$ cat config.mk
export PLATFORM = sky130hd
export DESIGN_NAME = fetch_top
export DESIGN_NICKNAME = d
export VERILOG_FILES = /design/src/brisc_core_pkg.sv /design/src/brisc_mem_pkg.sv /design/src/icache.sv /design/src/mem_arbiter.sv /design/src/fetch_stage.sv /design/src/fetch_top.sv
export SDC_FILE = /design/constraint.sdc
export NUM_CORES = 2
export LEC_CHECK = 0
export BUFFER_PORTS_ARGS = -buffer_cell sky130_fd_sc_hd__buf_2
export CAP_MARGIN = 20
export CORE_MARGIN = 5
export CORE_UTILIZATION = 50
export CTS_BUF_LIST = sky130_fd_sc_hd__clkbuf_2 sky130_fd_sc_hd__clkbuf_4 sky130_fd_sc_hd__clkbuf_8
export CTS_CLUSTER_SIZE = 40
export DETAILED_ROUTE_END_ITERATION = 7
export PLACE_DENSITY_LB_ADDON = 0.08
export SETUP_SLACK_MARGIN = 0.05
export SYNTH_ARGS = -nofsm -noshare
export SYNTH_HDL_FRONTEND = slang
export SYNTH_HIERARCHICAL = 1
export SYNTH_SLANG_ARGS = --single-unit
$ cat constraint.sdc
create_clock -name clk -period 14.91 [get_ports clk]
set_input_delay 1.491 -clock clk [delete_from_list [all_inputs] [get_ports clk]]
set_output_delay 1.491 -clock clk [all_outputs]
set_load 0.005 [all_outputs]
$ cat src/brisc_core_pkg.sv
`default_nettype none

package brisc_core_pkg;

  // Datapath widths
  localparam int XLEN = 32;
  localparam int ILEN = 32;
  localparam int ADDRESS_WIDTH = 32;

  // Sequential fetch step
  localparam logic [XLEN-1:0] PC_INCREMENT = XLEN'(ILEN / 8);

  // Reset and trap addresses
  localparam logic [ADDRESS_WIDTH-1:0] PC_BOOT = 32'h0000_0100;
  localparam logic [ADDRESS_WIDTH-1:0] PC_XCPT = 32'h0000_0040;

  // Where the next PC comes from
  typedef enum logic {
    FROM_PC4 = 1'b0,
    FROM_A   = 1'b1
  } pc_src_e;

  // Anything other than NO_XCPT sends fetch to the vector
  typedef enum logic [1:0] {
    NO_XCPT      = 2'd0,
    XCPT_ILLEGAL = 2'd1,
    XCPT_ECALL   = 2'd2
  } xcpt_e;

endpackage

`default_nettype wire

$ cat src/brisc_mem_pkg.sv
`default_nettype none

package brisc_mem_pkg;

  // One line holds four instructions
  localparam int CACHE_LINE_WIDTH = 128;
  localparam int LINE_BYTES = CACHE_LINE_WIDTH / 8;
  localparam int LINE_OFFSET_WIDTH = $clog2(LINE_BYTES);
  localparam int WORDS_PER_LINE = CACHE_LINE_WIDTH / brisc_core_pkg::ILEN;
  localparam int WORD_SEL_WIDTH = $clog2(WORDS_PER_LINE);

  // Line-aligned request; word 0 of a line sits in the low bits of data
  typedef struct packed {
    logic [brisc_core_pkg::ADDRESS_WIDTH-1:0] addr;
    logic                                     write;
    logic [CACHE_LINE_WIDTH-1:0]              data;
  } mem_req_t;

  // valid is a single-cycle pulse seen by every requester
  typedef struct packed {
    logic                                     valid;
    logic [brisc_core_pkg::ADDRESS_WIDTH-1:0] addr;
    logic [CACHE_LINE_WIDTH-1:0]              data;
  } mem_resp_t;

  // Owner of the memory port
  typedef enum logic {
    REQ_ICACHE = 1'b0,
    REQ_DATA   = 1'b1
  } requester_e;

endpackage

`default_nettype wire

$ cat src/icache.sv
`timescale 1ns/1ps
`default_nettype none

module icache #(
  parameter int NUM_LINES = 16
) (
  input  wire logic                                          clk,
  input  wire logic                                          reset,
  input  wire logic [brisc_core_pkg::ADDRESS_WIDTH-1:0]      addr,
  output logic [brisc_core_pkg::ILEN-1:0]                    read_data,
  output logic                                               miss,
  output logic                                               req,
  output brisc_mem_pkg::mem_req_t                            mem_req,
  input  wire logic                                          grant,
  input  wire brisc_mem_pkg::mem_resp_t                      mem_resp
);

  localparam int AW = brisc_core_pkg::ADDRESS_WIDTH;
  localparam int LINE_WIDTH = brisc_mem_pkg::CACHE_LINE_WIDTH;
  localparam int OFFSET_WIDTH = brisc_mem_pkg::LINE_OFFSET_WIDTH;
  localparam int WORD_SEL_WIDTH = brisc_mem_pkg::WORD_SEL_WIDTH;
  localparam int BYTE_SEL_WIDTH = OFFSET_WIDTH - WORD_SEL_WIDTH;
  localparam int INDEX_WIDTH = $clog2(NUM_LINES);
  localparam int TAG_WIDTH = AW - INDEX_WIDTH - OFFSET_WIDTH;

  typedef enum logic [1:0] {
    IDLE,
    REQUEST,
    WAIT_RESP,
    FILL
  } state_e;

  state_e state;
  state_e state_next;

  logic [TAG_WIDTH-1:0]  tag_mem  [NUM_LINES];
  logic [LINE_WIDTH-1:0] line_mem [NUM_LINES];
  logic [NUM_LINES-1:0]  valid;

  logic [INDEX_WIDTH-1:0]    index;
  logic [TAG_WIDTH-1:0]      tag;
  logic [WORD_SEL_WIDTH-1:0] word_sel;
  logic [AW-1:0]             line_addr;

  logic [AW-1:0]          req_addr;
  logic [INDEX_WIDTH-1:0] fill_index;
  logic [TAG_WIDTH-1:0]   fill_tag;
  logic [LINE_WIDTH-1:0]  fill_data;
  logic                   resp_match;

  logic                  array_hit;
  logic                  fill_hit;
  logic [LINE_WIDTH-1:0] line;

  // Address split
  assign index     = addr[OFFSET_WIDTH +: INDEX_WIDTH];
  assign tag       = addr[AW-1 -: TAG_WIDTH];
  assign word_sel  = addr[BYTE_SEL_WIDTH +: WORD_SEL_WIDTH];
  assign line_addr = {addr[AW-1:OFFSET_WIDTH], {OFFSET_WIDTH{1'b0}}};

  assign fill_index = req_addr[OFFSET_WIDTH +: INDEX_WIDTH];
  assign fill_tag   = req_addr[AW-1 -: TAG_WIDTH];

  // Lookup; the line being filled already counts as a hit
  assign array_hit = valid[index] && (tag_mem[index] == tag);
  assign fill_hit  = (state == FILL) && (line_addr == req_addr);
  assign miss      = !(array_hit || fill_hit);

  assign line      = fill_hit ? fill_data : line_mem[index];
  assign read_data = line[word_sel*brisc_core_pkg::ILEN +: brisc_core_pkg::ILEN];

  assign resp_match = mem_resp.valid && (mem_resp.addr == req_addr);

  // Refill request, always a read
  assign req = (state == REQUEST);

  always_comb begin
    mem_req       = '0;
    mem_req.addr  = req_addr;
    mem_req.write = 1'b0;
  end

  always_comb begin
    state_next = state;
    case (state)
      IDLE: begin
        if (miss) begin
          state_next = REQUEST;
        end
      end
      REQUEST: begin
        if (grant) begin
          state_next = WAIT_RESP;
        end
      end
      WAIT_RESP: begin
        if (resp_match) begin
          state_next = FILL;
        end
      end
      FILL: begin
        state_next = IDLE;
      end
      default: begin
        state_next = IDLE;
      end
    endcase
  end

  always_ff @(posedge clk) begin
    if (reset) begin
      state <= IDLE;
      valid <= '0;
    end else begin
      state <= state_next;
      if (state == FILL) begin
        valid[fill_index] <= 1'b1;
      end
    end
  end

  // Miss address, response line and arrays
  always_ff @(posedge clk) begin
    if (state == IDLE && miss) begin
      req_addr <= line_addr;
    end
    if (state == WAIT_RESP && resp_match) begin
      fill_data <= mem_resp.data;
    end
    if (state == FILL) begin
      tag_mem[fill_index]  <= fill_tag;
      line_mem[fill_index] <= fill_data;
    end
  end

  // A pending refill is for the line that fetch is still stalled on
  req_matches_fetch_line: assert property (
    @(posedge clk) disable iff (reset)
    req |-> miss && (line_addr == mem_req.addr)
  );

endmodule

`default_nettype wire

$ cat src/mem_arbiter.sv
`timescale 1ns/1ps
`default_nettype none

module mem_arbiter (
  input  wire logic                      clk,
  input  wire logic                      reset,
  input  wire logic                      icache_req,
  input  wire brisc_mem_pkg::mem_req_t   icache_mem_req,
  output logic                           icache_grant,
  input  wire logic                      data_req,
  input  wire brisc_mem_pkg::mem_req_t   data_mem_req,
  output logic                           data_grant,
  output brisc_mem_pkg::mem_req_t        mem_req,
  output logic                           mem_req_valid,
  input  wire brisc_mem_pkg::mem_resp_t  mem_resp
);

  brisc_mem_pkg::requester_e last_owner;
  logic outstanding;
  logic pick_icache;
  logic pick_data;

  // Round robin, only when no transaction is in flight
  always_comb begin
    pick_icache = 1'b0;
    pick_data   = 1'b0;
    if (!outstanding) begin
      if (icache_req && data_req) begin
        if (last_owner == brisc_mem_pkg::REQ_ICACHE) begin
          pick_data = 1'b1;
        end else begin
          pick_icache = 1'b1;
        end
      end else begin
        pick_icache = icache_req;
        pick_data   = data_req;
      end
    end
  end

  always_ff @(posedge clk) begin
    if (reset) begin
      icache_grant  <= 1'b0;
      data_grant    <= 1'b0;
      mem_req_valid <= 1'b0;
      outstanding   <= 1'b0;
      last_owner    <= brisc_mem_pkg::REQ_DATA;
    end else begin
      icache_grant  <= pick_icache;
      data_grant    <= pick_data;
      mem_req_valid <= pick_icache || pick_data;
      if (pick_icache || pick_data) begin
        outstanding <= 1'b1;
      end else if (mem_resp.valid) begin
        outstanding <= 1'b0;
      end
      if (pick_icache) begin
        last_owner <= brisc_mem_pkg::REQ_ICACHE;
      end else if (pick_data) begin
        last_owner <= brisc_mem_pkg::REQ_DATA;
      end
    end
  end

  // Request payload goes out with the grant
  always_ff @(posedge clk) begin
    if (pick_icache) begin
      mem_req <= icache_mem_req;
    end else if (pick_data) begin
      mem_req <= data_mem_req;
    end
  end

  one_grant_at_a_time: assert property (
    @(posedge clk) disable iff (reset)
    !(icache_grant && data_grant)
  );

endmodule

`default_nettype wire

$ cat src/fetch_stage.sv
`timescale 1ns/1ps
`default_nettype none

module fetch_stage #(
  parameter int NUM_LINES = 16
) (
  input  wire logic                                      clk,
  input  wire logic                                      reset,
  input  wire logic                                      stall,
  input  wire brisc_core_pkg::pc_src_e                   pc_src,
  input  wire brisc_core_pkg::xcpt_e                     xcpt,
  input  wire logic [brisc_core_pkg::ADDRESS_WIDTH-1:0]  pc_target,
  output logic [brisc_core_pkg::ILEN-1:0]                instr,
  output logic [brisc_core_pkg::XLEN-1:0]                pc,
  output logic [brisc_core_pkg::XLEN-1:0]                pc_plus4,
  output logic                                           busy,
  output logic                                           icache_req,
  output brisc_mem_pkg::mem_req_t                        icache_mem_req,
  input  wire logic                                      icache_grant,
  input  wire brisc_mem_pkg::mem_resp_t                  mem_resp
);

  logic [brisc_core_pkg::XLEN-1:0] pc_next;
  logic                            icache_miss;

  // Exception wins over redirect
  always_comb begin
    if (xcpt != brisc_core_pkg::NO_XCPT) begin
      pc_next = brisc_core_pkg::PC_XCPT;
    end else if (pc_src == brisc_core_pkg::FROM_A) begin
      pc_next = pc_target;
    end else begin
      pc_next = pc + brisc_core_pkg::PC_INCREMENT;
    end
  end

  assign pc_plus4 = pc_next;
  assign busy     = icache_miss;

  always_ff @(posedge clk) begin
    if (reset) begin
      pc <= brisc_core_pkg::PC_BOOT;
    end else if (!busy && !stall) begin
      pc <= pc_next;
    end
  end

  icache #(
    .NUM_LINES (NUM_LINES)
  ) i_icache (
    .clk       (clk),
    .reset     (reset),
    .addr      (pc),
    .read_data (instr),
    .miss      (icache_miss),
    .req       (icache_req),
    .mem_req   (icache_mem_req),
    .grant     (icache_grant),
    .mem_resp  (mem_resp)
  );

  pc_word_aligned: assert property (
    @(posedge clk) disable iff (reset)
    pc[1:0] == 2'b00
  );

endmodule

`default_nettype wire

$ cat src/fetch_top.sv
`timescale 1ns/1ps
`default_nettype none

module fetch_top #(
  parameter int NUM_LINES = 16
) (
  input  wire logic                                      clk,
  input  wire logic                                      reset,
  // Core side
  input  wire logic                                      stall,
  input  wire brisc_core_pkg::pc_src_e                   pc_src,
  input  wire brisc_core_pkg::xcpt_e                     xcpt,
  input  wire logic [brisc_core_pkg::ADDRESS_WIDTH-1:0]  pc_target,
  output logic [brisc_core_pkg::ILEN-1:0]                instr,
  output logic [brisc_core_pkg::XLEN-1:0]                pc,
  output logic [brisc_core_pkg::XLEN-1:0]                pc_plus4,
  output logic                                           busy,
  // Data side
  input  wire logic                                      data_req,
  input  wire brisc_mem_pkg::mem_req_t                   data_mem_req,
  output logic                                           data_grant,
  // Memory port
  output brisc_mem_pkg::mem_req_t                        mem_req,
  output logic                                           mem_req_valid,
  input  wire brisc_mem_pkg::mem_resp_t                  mem_resp
);

  logic                    icache_req;
  logic                    icache_grant;
  brisc_mem_pkg::mem_req_t icache_mem_req;

  fetch_stage #(
    .NUM_LINES (NUM_LINES)
  ) i_fetch_stage (
    .clk            (clk),
    .reset          (reset),
    .stall          (stall),
    .pc_src         (pc_src),
    .xcpt           (xcpt),
    .pc_target      (pc_target),
    .instr          (instr),
    .pc             (pc),
    .pc_plus4       (pc_plus4),
    .busy           (busy),
    .icache_req     (icache_req),
    .icache_mem_req (icache_mem_req),
    .icache_grant   (icache_grant),
    .mem_resp       (mem_resp)
  );

  mem_arbiter i_mem_arbiter (
    .clk            (clk),
    .reset          (reset),
    .icache_req     (icache_req),
    .icache_mem_req (icache_mem_req),
    .icache_grant   (icache_grant),
    .data_req       (data_req),
    .data_mem_req   (data_mem_req),
    .data_grant     (data_grant),
    .mem_req        (mem_req),
    .mem_req_valid  (mem_req_valid),
    .mem_resp       (mem_resp)
  );

endmodule

`default_nettype wire

Word level (Yosys, flattened, before mapping)
Memories as Yosys holds them, arrays and structs flattened. A register that Yosys moved wholly into a read port is not among the register bits.
Index checks and enable logic that the tools add are counted.
W data, S select, Z words.
{ "totals": {"regBits": 372, "mem_bits_rw": 2432, "in_bits": 361, "output_inout_bits": 260, "n_memories": 2} }
{ "op_classes": {"n_addsub": 1, "n_lt_le_gt_ge": 3, "eq_ne": 9, "shift": 1, "n_mux": 29, "n_bitwise": 1, "reduce_logical": 17} }
{ "memory_table": {"columns": ["name", "depth", "width", "read_ports", "rd_clocked_by_memory_dff", "wr", "line", "rtl"], "rows": [
  ["i_fetch_stage.i_icache.line_mem", 16, 128, 1, 1, 1, "icache.sv:37", "logic [LINE_WIDTH-1:0] line_mem [NUM_LINES];"],
  ["i_fetch_stage.i_icache.tag_mem", 16, 24, 1, 1, 1, "icache.sv:36", "logic [TAG_WIDTH-1:0] tag_mem [NUM_LINES];"]
]} }
{ "ops": {"columns": ["operator", "count"], "rows": [
  ["$mux W161", 2],
  ["$mux W128", 1],
  ["$shiftx A128 B8 Y32", 1],
  ["$mux W32", 2],
  ["$add A32 B3 Y32 const B", 1],
  ["$eq A32 B32 Y1", 1],
  ["$eq A28 B28 Y1", 1],
  ["$eq A24 B24 Y1", 1],
  ["$mux W4", 4],
  ["$or A16 B16 Y16", 1],
  ["$mux W1", 14],
  ["$lt A4 B5 Y1 const B", 2],
  ["$logic_and A1 B1 Y1", 8],
  ["$pmux W2 S4", 1],
  ["$mux W2", 3],
  ["$ne A2 B2 Y1 const B", 3],
  ["$reduce_bool A2 Y1", 3],
  ["$bmux W1 S4", 1],
  ["$demux W1 S4", 1],
  ["$eq A2 B2 Y1 const B", 2],
  ["$ge A4 B1 Y1 const B", 1],
  ["$reduce_and A3 Y1", 1],
  ["$eq A2 B1 Y1 const B", 1],
  ["$logic_not A1 Y1", 2],
  ["other kinds (2)", 3]
]} }

Longest topological paths before layout
{ "logic_depth": {"ltp_word": 7, "ltp_mapped": 17, "mapped_depth_nobuf": 12} }

Cells and area by module
Netlist, hierarchy kept.
{ "by_module_without_submodules": {"columns": ["mod", "n_inst", "cells_each", "area_each_um2"], "rows": [
  ["icache", 1, 4295, 101220.8],
  ["mem_arbiter", 1, 359, 7373.3],
  ["fetch_stage", 1, 339, 2459.9]
]} }

Least setup slack after synthesis
No wires, ideal clock.
{ "synth_path": {"kind": "reg-to-reg", "startpoint": "reg i_fetch_stage.i_icache.state[1]", "endpoint": "mem i_fetch_stage/i_icache/line_mem[0][0] in the netlist's numbering (enable)", "setup_ns": 0.852, "arrival_ns": 11.377, "required_ns": 14.058, "path_slack_ns": 2.682, "path_stages_with_launch": 4, "path_buffers": 0, "period_less_slack_ns": 12.228, "cell_sequence": "dfxtp_1 ha_1 or3b_2 nor3_1"} }
{ "synth_between": {"elab_chain_len": 3} }
{ "synth_rtl": {"columns": ["element", "line", "rtl"], "rows": [
  ["from (decl)", "icache.sv:33", "state_e state;"],
  ["from (signal assigned)", "icache.sv:115", "state <= state_next;"],
  ["$eq A2 B2 Y1", "icache.sv:130", "if (state == FILL) begin"],
  ["$mux W1", "icache.sv:130", null],
  ["$mux W1 (implied by the code)", "icache.sv:132", "line_mem[fill_index] <= fill_data;"],
  ["to (decl)", "icache.sv:37", null]
]} }
No other way between the ends.

Worst setup path in the final report
{ "layout_path": {"startpoint": "reg i_fetch_stage/pc[5] in the netlist's numbering", "endpoint": "out instr[14] in the netlist's numbering"} }
{ "layout_between": {"elab_chain_len": 4} }
{ "layout_rtl": {"columns": ["element", "line", "rtl"], "rows": [
  ["from (decl)", "fetch_stage.sv:14", "output logic [brisc_core_pkg::XLEN-1:0] pc,"],
  ["from (signal assigned)", "fetch_stage.sv:42", "pc <= brisc_core_pkg::PC_BOOT;"],
  ["from (signal assigned)", "fetch_stage.sv:44", "pc <= pc_next;"],
  ["$eq A28 B28 Y1", "icache.sv:66", "assign fill_hit = (state == FILL) && (line_addr == req_addr);"],
  ["$logic_and A1 B1 Y1", "icache.sv:66", null],
  ["$mux W128", "icache.sv:69", "assign line = fill_hit ? fill_data : line_mem[index];"],
  ["$shiftx A128 B8 Y32", "icache.sv:70", "assign read_data = line[word_sel*brisc_core_pkg::ILEN +: brisc_core_pkg::ILEN];"],
  ["to (decl)", "fetch_top.sv:14", "output logic [brisc_core_pkg::ILEN-1:0] instr,"]
]} }
No other way between the ends.

==> results.ini <==
[floorplanning]
initial_core_util=0.5010
rows=173
dieArea_mm2=0.2316
core_area_mm2=0.2217
io_pins=621
fp.dieH_um=481.3
die_w_um=481.3

[sta]
skew_ns=0.09596
finalCritPeriodShare=0.5418
fmax_mhz=123.8
period_needed_ns=8.078
tns_ns=0
setup_viol=0
slew_viol_final=0
rsz0062_at_grt=no
worst_pin_slew_ns=1.228
relSlewSlack=0.1745
hold_viol_final=0
hold_ws_ns=0.4705

[placed_design]
dpl.hpwl_mm=151.2
gp_congestion=0.8322
place_area_mm2=0.1171
numPortBuffers=620
place_inst=8445

[setup_path]
reg2reg_slack_ns=8.74
cp-startpoint=i_fetch_stage/pc[5]
r2r-start=i_fetch_stage/pc[5]
critical_path_arrival_ns=6.59
worstPathMaxFanout=64
critPathKind=flop to primary output
endpoint_kind=primary output
required_ns=13.42
timing.rr.end=i_fetch_stage/pc[27]
reg2reg_depth=14
endpoint=instr[14]
worst_setup_path_start_kind=flop

[power_and_ir_drop]
clkPwrFrac=0.385
leakage_nw=40.48
swShare=0.2267
p_switching_w=0.003767
peakVddDrop_mv=0.09800
p_comb_frac=0.059
internal_power_w=0.01285
seq_power_share=0.555
pwr_density_cell_mw_per_mm2=132.0
power_w=0.01662

[yosys]
yosysTopAreaCell=edfxtp_1
synth_area_mm2=0.1111
synth-simple-area-share=0.01918
yosysMostFrequentCell=edfxtp_1
yosys.cell_types.count=77
synthCells=4993
yosys_warnings=6
postSynthAreaPerCell_um2=22.24
synth_top_area_share=0.7433
synth_top_family_by_area=multiplexers
synth-xor-area-share=0.008439
synth-edff-count=2749
synth-seq-cells=2804
yosys-top-cells-area=edfxtp_1 74%, mux4_2 15%, mux2_4 1.2%
yosys-top-cells-count=2749 x edfxtp_1, 754 x mux4_2, 150 x buf_4
ys.flop_type=edfxtp_1
muxShareOfSynthArea=0.1828
synth_fa_ha_area_frac=0.0006760
synthArstFlopShare=0
synth.yosys.seq_area_share=0.7532
synth_compound_area_frac=0.01306

[final_layout]
area_growth_pct=13.42
fillers=16820
nets=6308
drive_gt1_frac=0.3797
fin_cells=9311
fin_area_mm2=0.1260
regArea_mm2=0.08367
multi_input_area_mm2=0.02553

[detailed_routing]
drc=0
drt_iter0_drc=5353
drt_pass1_iterations=6
vias=54950
final_antenna_net_count=1
wl_per_cell_um=30.31
routed_wl_mm=282.2
via_per_inst=5.902

[global_route]
grt_remaining_overflow=0
grt_antenna_before_repair=25
grt_pass1_wl_mm=405.7
grt_max_degree=100
grt_pass1_vias=56810
gr-usage-all-layers=0.2424

[run_status]
status=finished, violations left
violations=antenna rules

[cts]
postCtsHoldBufs=0
cts_setup_buffers=0
cts_tree=done
clk_latency_ns=1.12
clkSinkCount=2804
clock_path_buffers=4
cts_resized=0
cts_buffers=467
root_buffer=clkbuf_8
clkTransAtPathRegs_ns=0.06
htree_levels=5

[run]
max_cap_viol_count=0

[hold_path]
min_path_type=flop to flop

## sequential cells by signal, summed over array words and instances (netlist names)
register	cells
i_fetch_stage/i_icache/line_mem	2048
i_fetch_stage/i_icache/tag_mem	384
i_mem_arbiter/mem_req	161
i_fetch_stage/i_icache/fill_data	128
i_fetch_stage/pc	32
i_fetch_stage/i_icache/req_addr	28
i_fetch_stage/i_icache/valid	16
i_fetch_stage/i_icache/state	2
i_mem_arbiter/data_grant	1
i_mem_arbiter/icache_grant	1
i_mem_arbiter/last_owner	1
i_mem_arbiter/mem_req_valid	1
i_mem_arbiter/outstanding	1
## per-layer routing
layer	wire length, um	GRT usage	vias to the layer above	part of all wire
li1	-	-	22670	-
met1	121100	0.3547	29740	0.43
met2	138200	0.3882	2037	0.49
met3	17030	0.03916	497	0.060
met4	5808	0.05982	4	0.021
met5	108	0	-	0.00038
## critical path, cell delays in order (launching register included)
cell and delay [ns]:
dfxtp_4 0.78, buf_4 0.84, buf_4 0.85, buf_4 0.88, mux4_2 0.41, mux4_2 0.51, mux4_2 0.47, nand2_1 0.09
nand2_1 0.19, buf_2 0.20
## cells in the final DEF (no fill, tap or decap), types with 86 or more instances in the layout
master	netlist	routed
clkinv_1	0	148
edfxtp_1	2749	2749
mux2_4	90	90
clkbuf_4	0	142
nor2_1	101	86
mux4_2	754	754
buf_2	138	621
mux2i_1	112	112
nand2_1	139	139
buf_4	150	101
conb_1	1	133
clkbuf_8	0	476
## metrics by stage
| step | utilization | setup WS [ns] |
|---|---|---|
| after detailed placement | 0.5283 | 7.797 |
| final | 0.5683 | 6.832 |
| after global routing | 0.5681 | 6.244 |
| after CTS | 0.5678 | 6.535 |
| after floorplan | - | 2.682 |
| after global placement | 0.5282 | 7.804 |
## layout make-up
| type | count | area share |
|---|---|---|
| clock buffer | 618 | 0.06047 |
| sequential | 2804 | 0.6643 |
| inverter | 12 | 0.0003973 |
| clock inverter | 223 | 0.008980 |
| antenna | 23 | 0.0004569 |
| multi-input combinational | 1919 | 0.2027 |
| tap | 2975 | 0.02955 |
| timing repair buffer | 737 | 0.03320 |
## cell families (layout without fill, tap and decap cells)
logic type,Yosys count,count (layout)
other,1,156
AO/OA/AOI/OAI,215,215
adder cells (fa/ha/maj),6,6
AND/OR/NAND/NOR,427,427
multiplexers,1031,1031
flip-flops,2804,2804
buffers and inverters,402,1590
XOR/XNOR,107,107
## worst min-delay path by stage
| stage | start | end | cells after the start |
|---|---|---|---|
| after floorplan | i_fetch_stage/i_icache/valid[10] | i_fetch_stage/i_icache/valid[10] | 2 |
| after global placement | i_fetch_stage/i_icache/valid[13] | i_fetch_stage/i_icache/valid[13] | 2 |
| after detailed placement | i_fetch_stage/i_icache/valid[13] | i_fetch_stage/i_icache/valid[13] | 2 |
| after CTS | mem_resp[49] | i_fetch_stage/i_icache/fill_data[49] | 1 |
| after global routing | mem_resp[49] | i_fetch_stage/i_icache/fill_data[49] | 1 |
| final | i_fetch_stage/i_icache/valid[13] | i_fetch_stage/i_icache/valid[13] | 2 |
## power by group through the flow
stage	Sequential [W]	Clock, W	Combinational [W]
floorplan	0.00937	0	0.000605
global placement	0.00938	0	0.000975
detailed placement	0.00939	0	0.000992
CTS	0.00923	0.00658	0.000996
global route	0.00925	0.00697	0.00105
finish	0.00923	0.00641	0.000985
No activity file was read; power rests on OpenSTA's default activity.
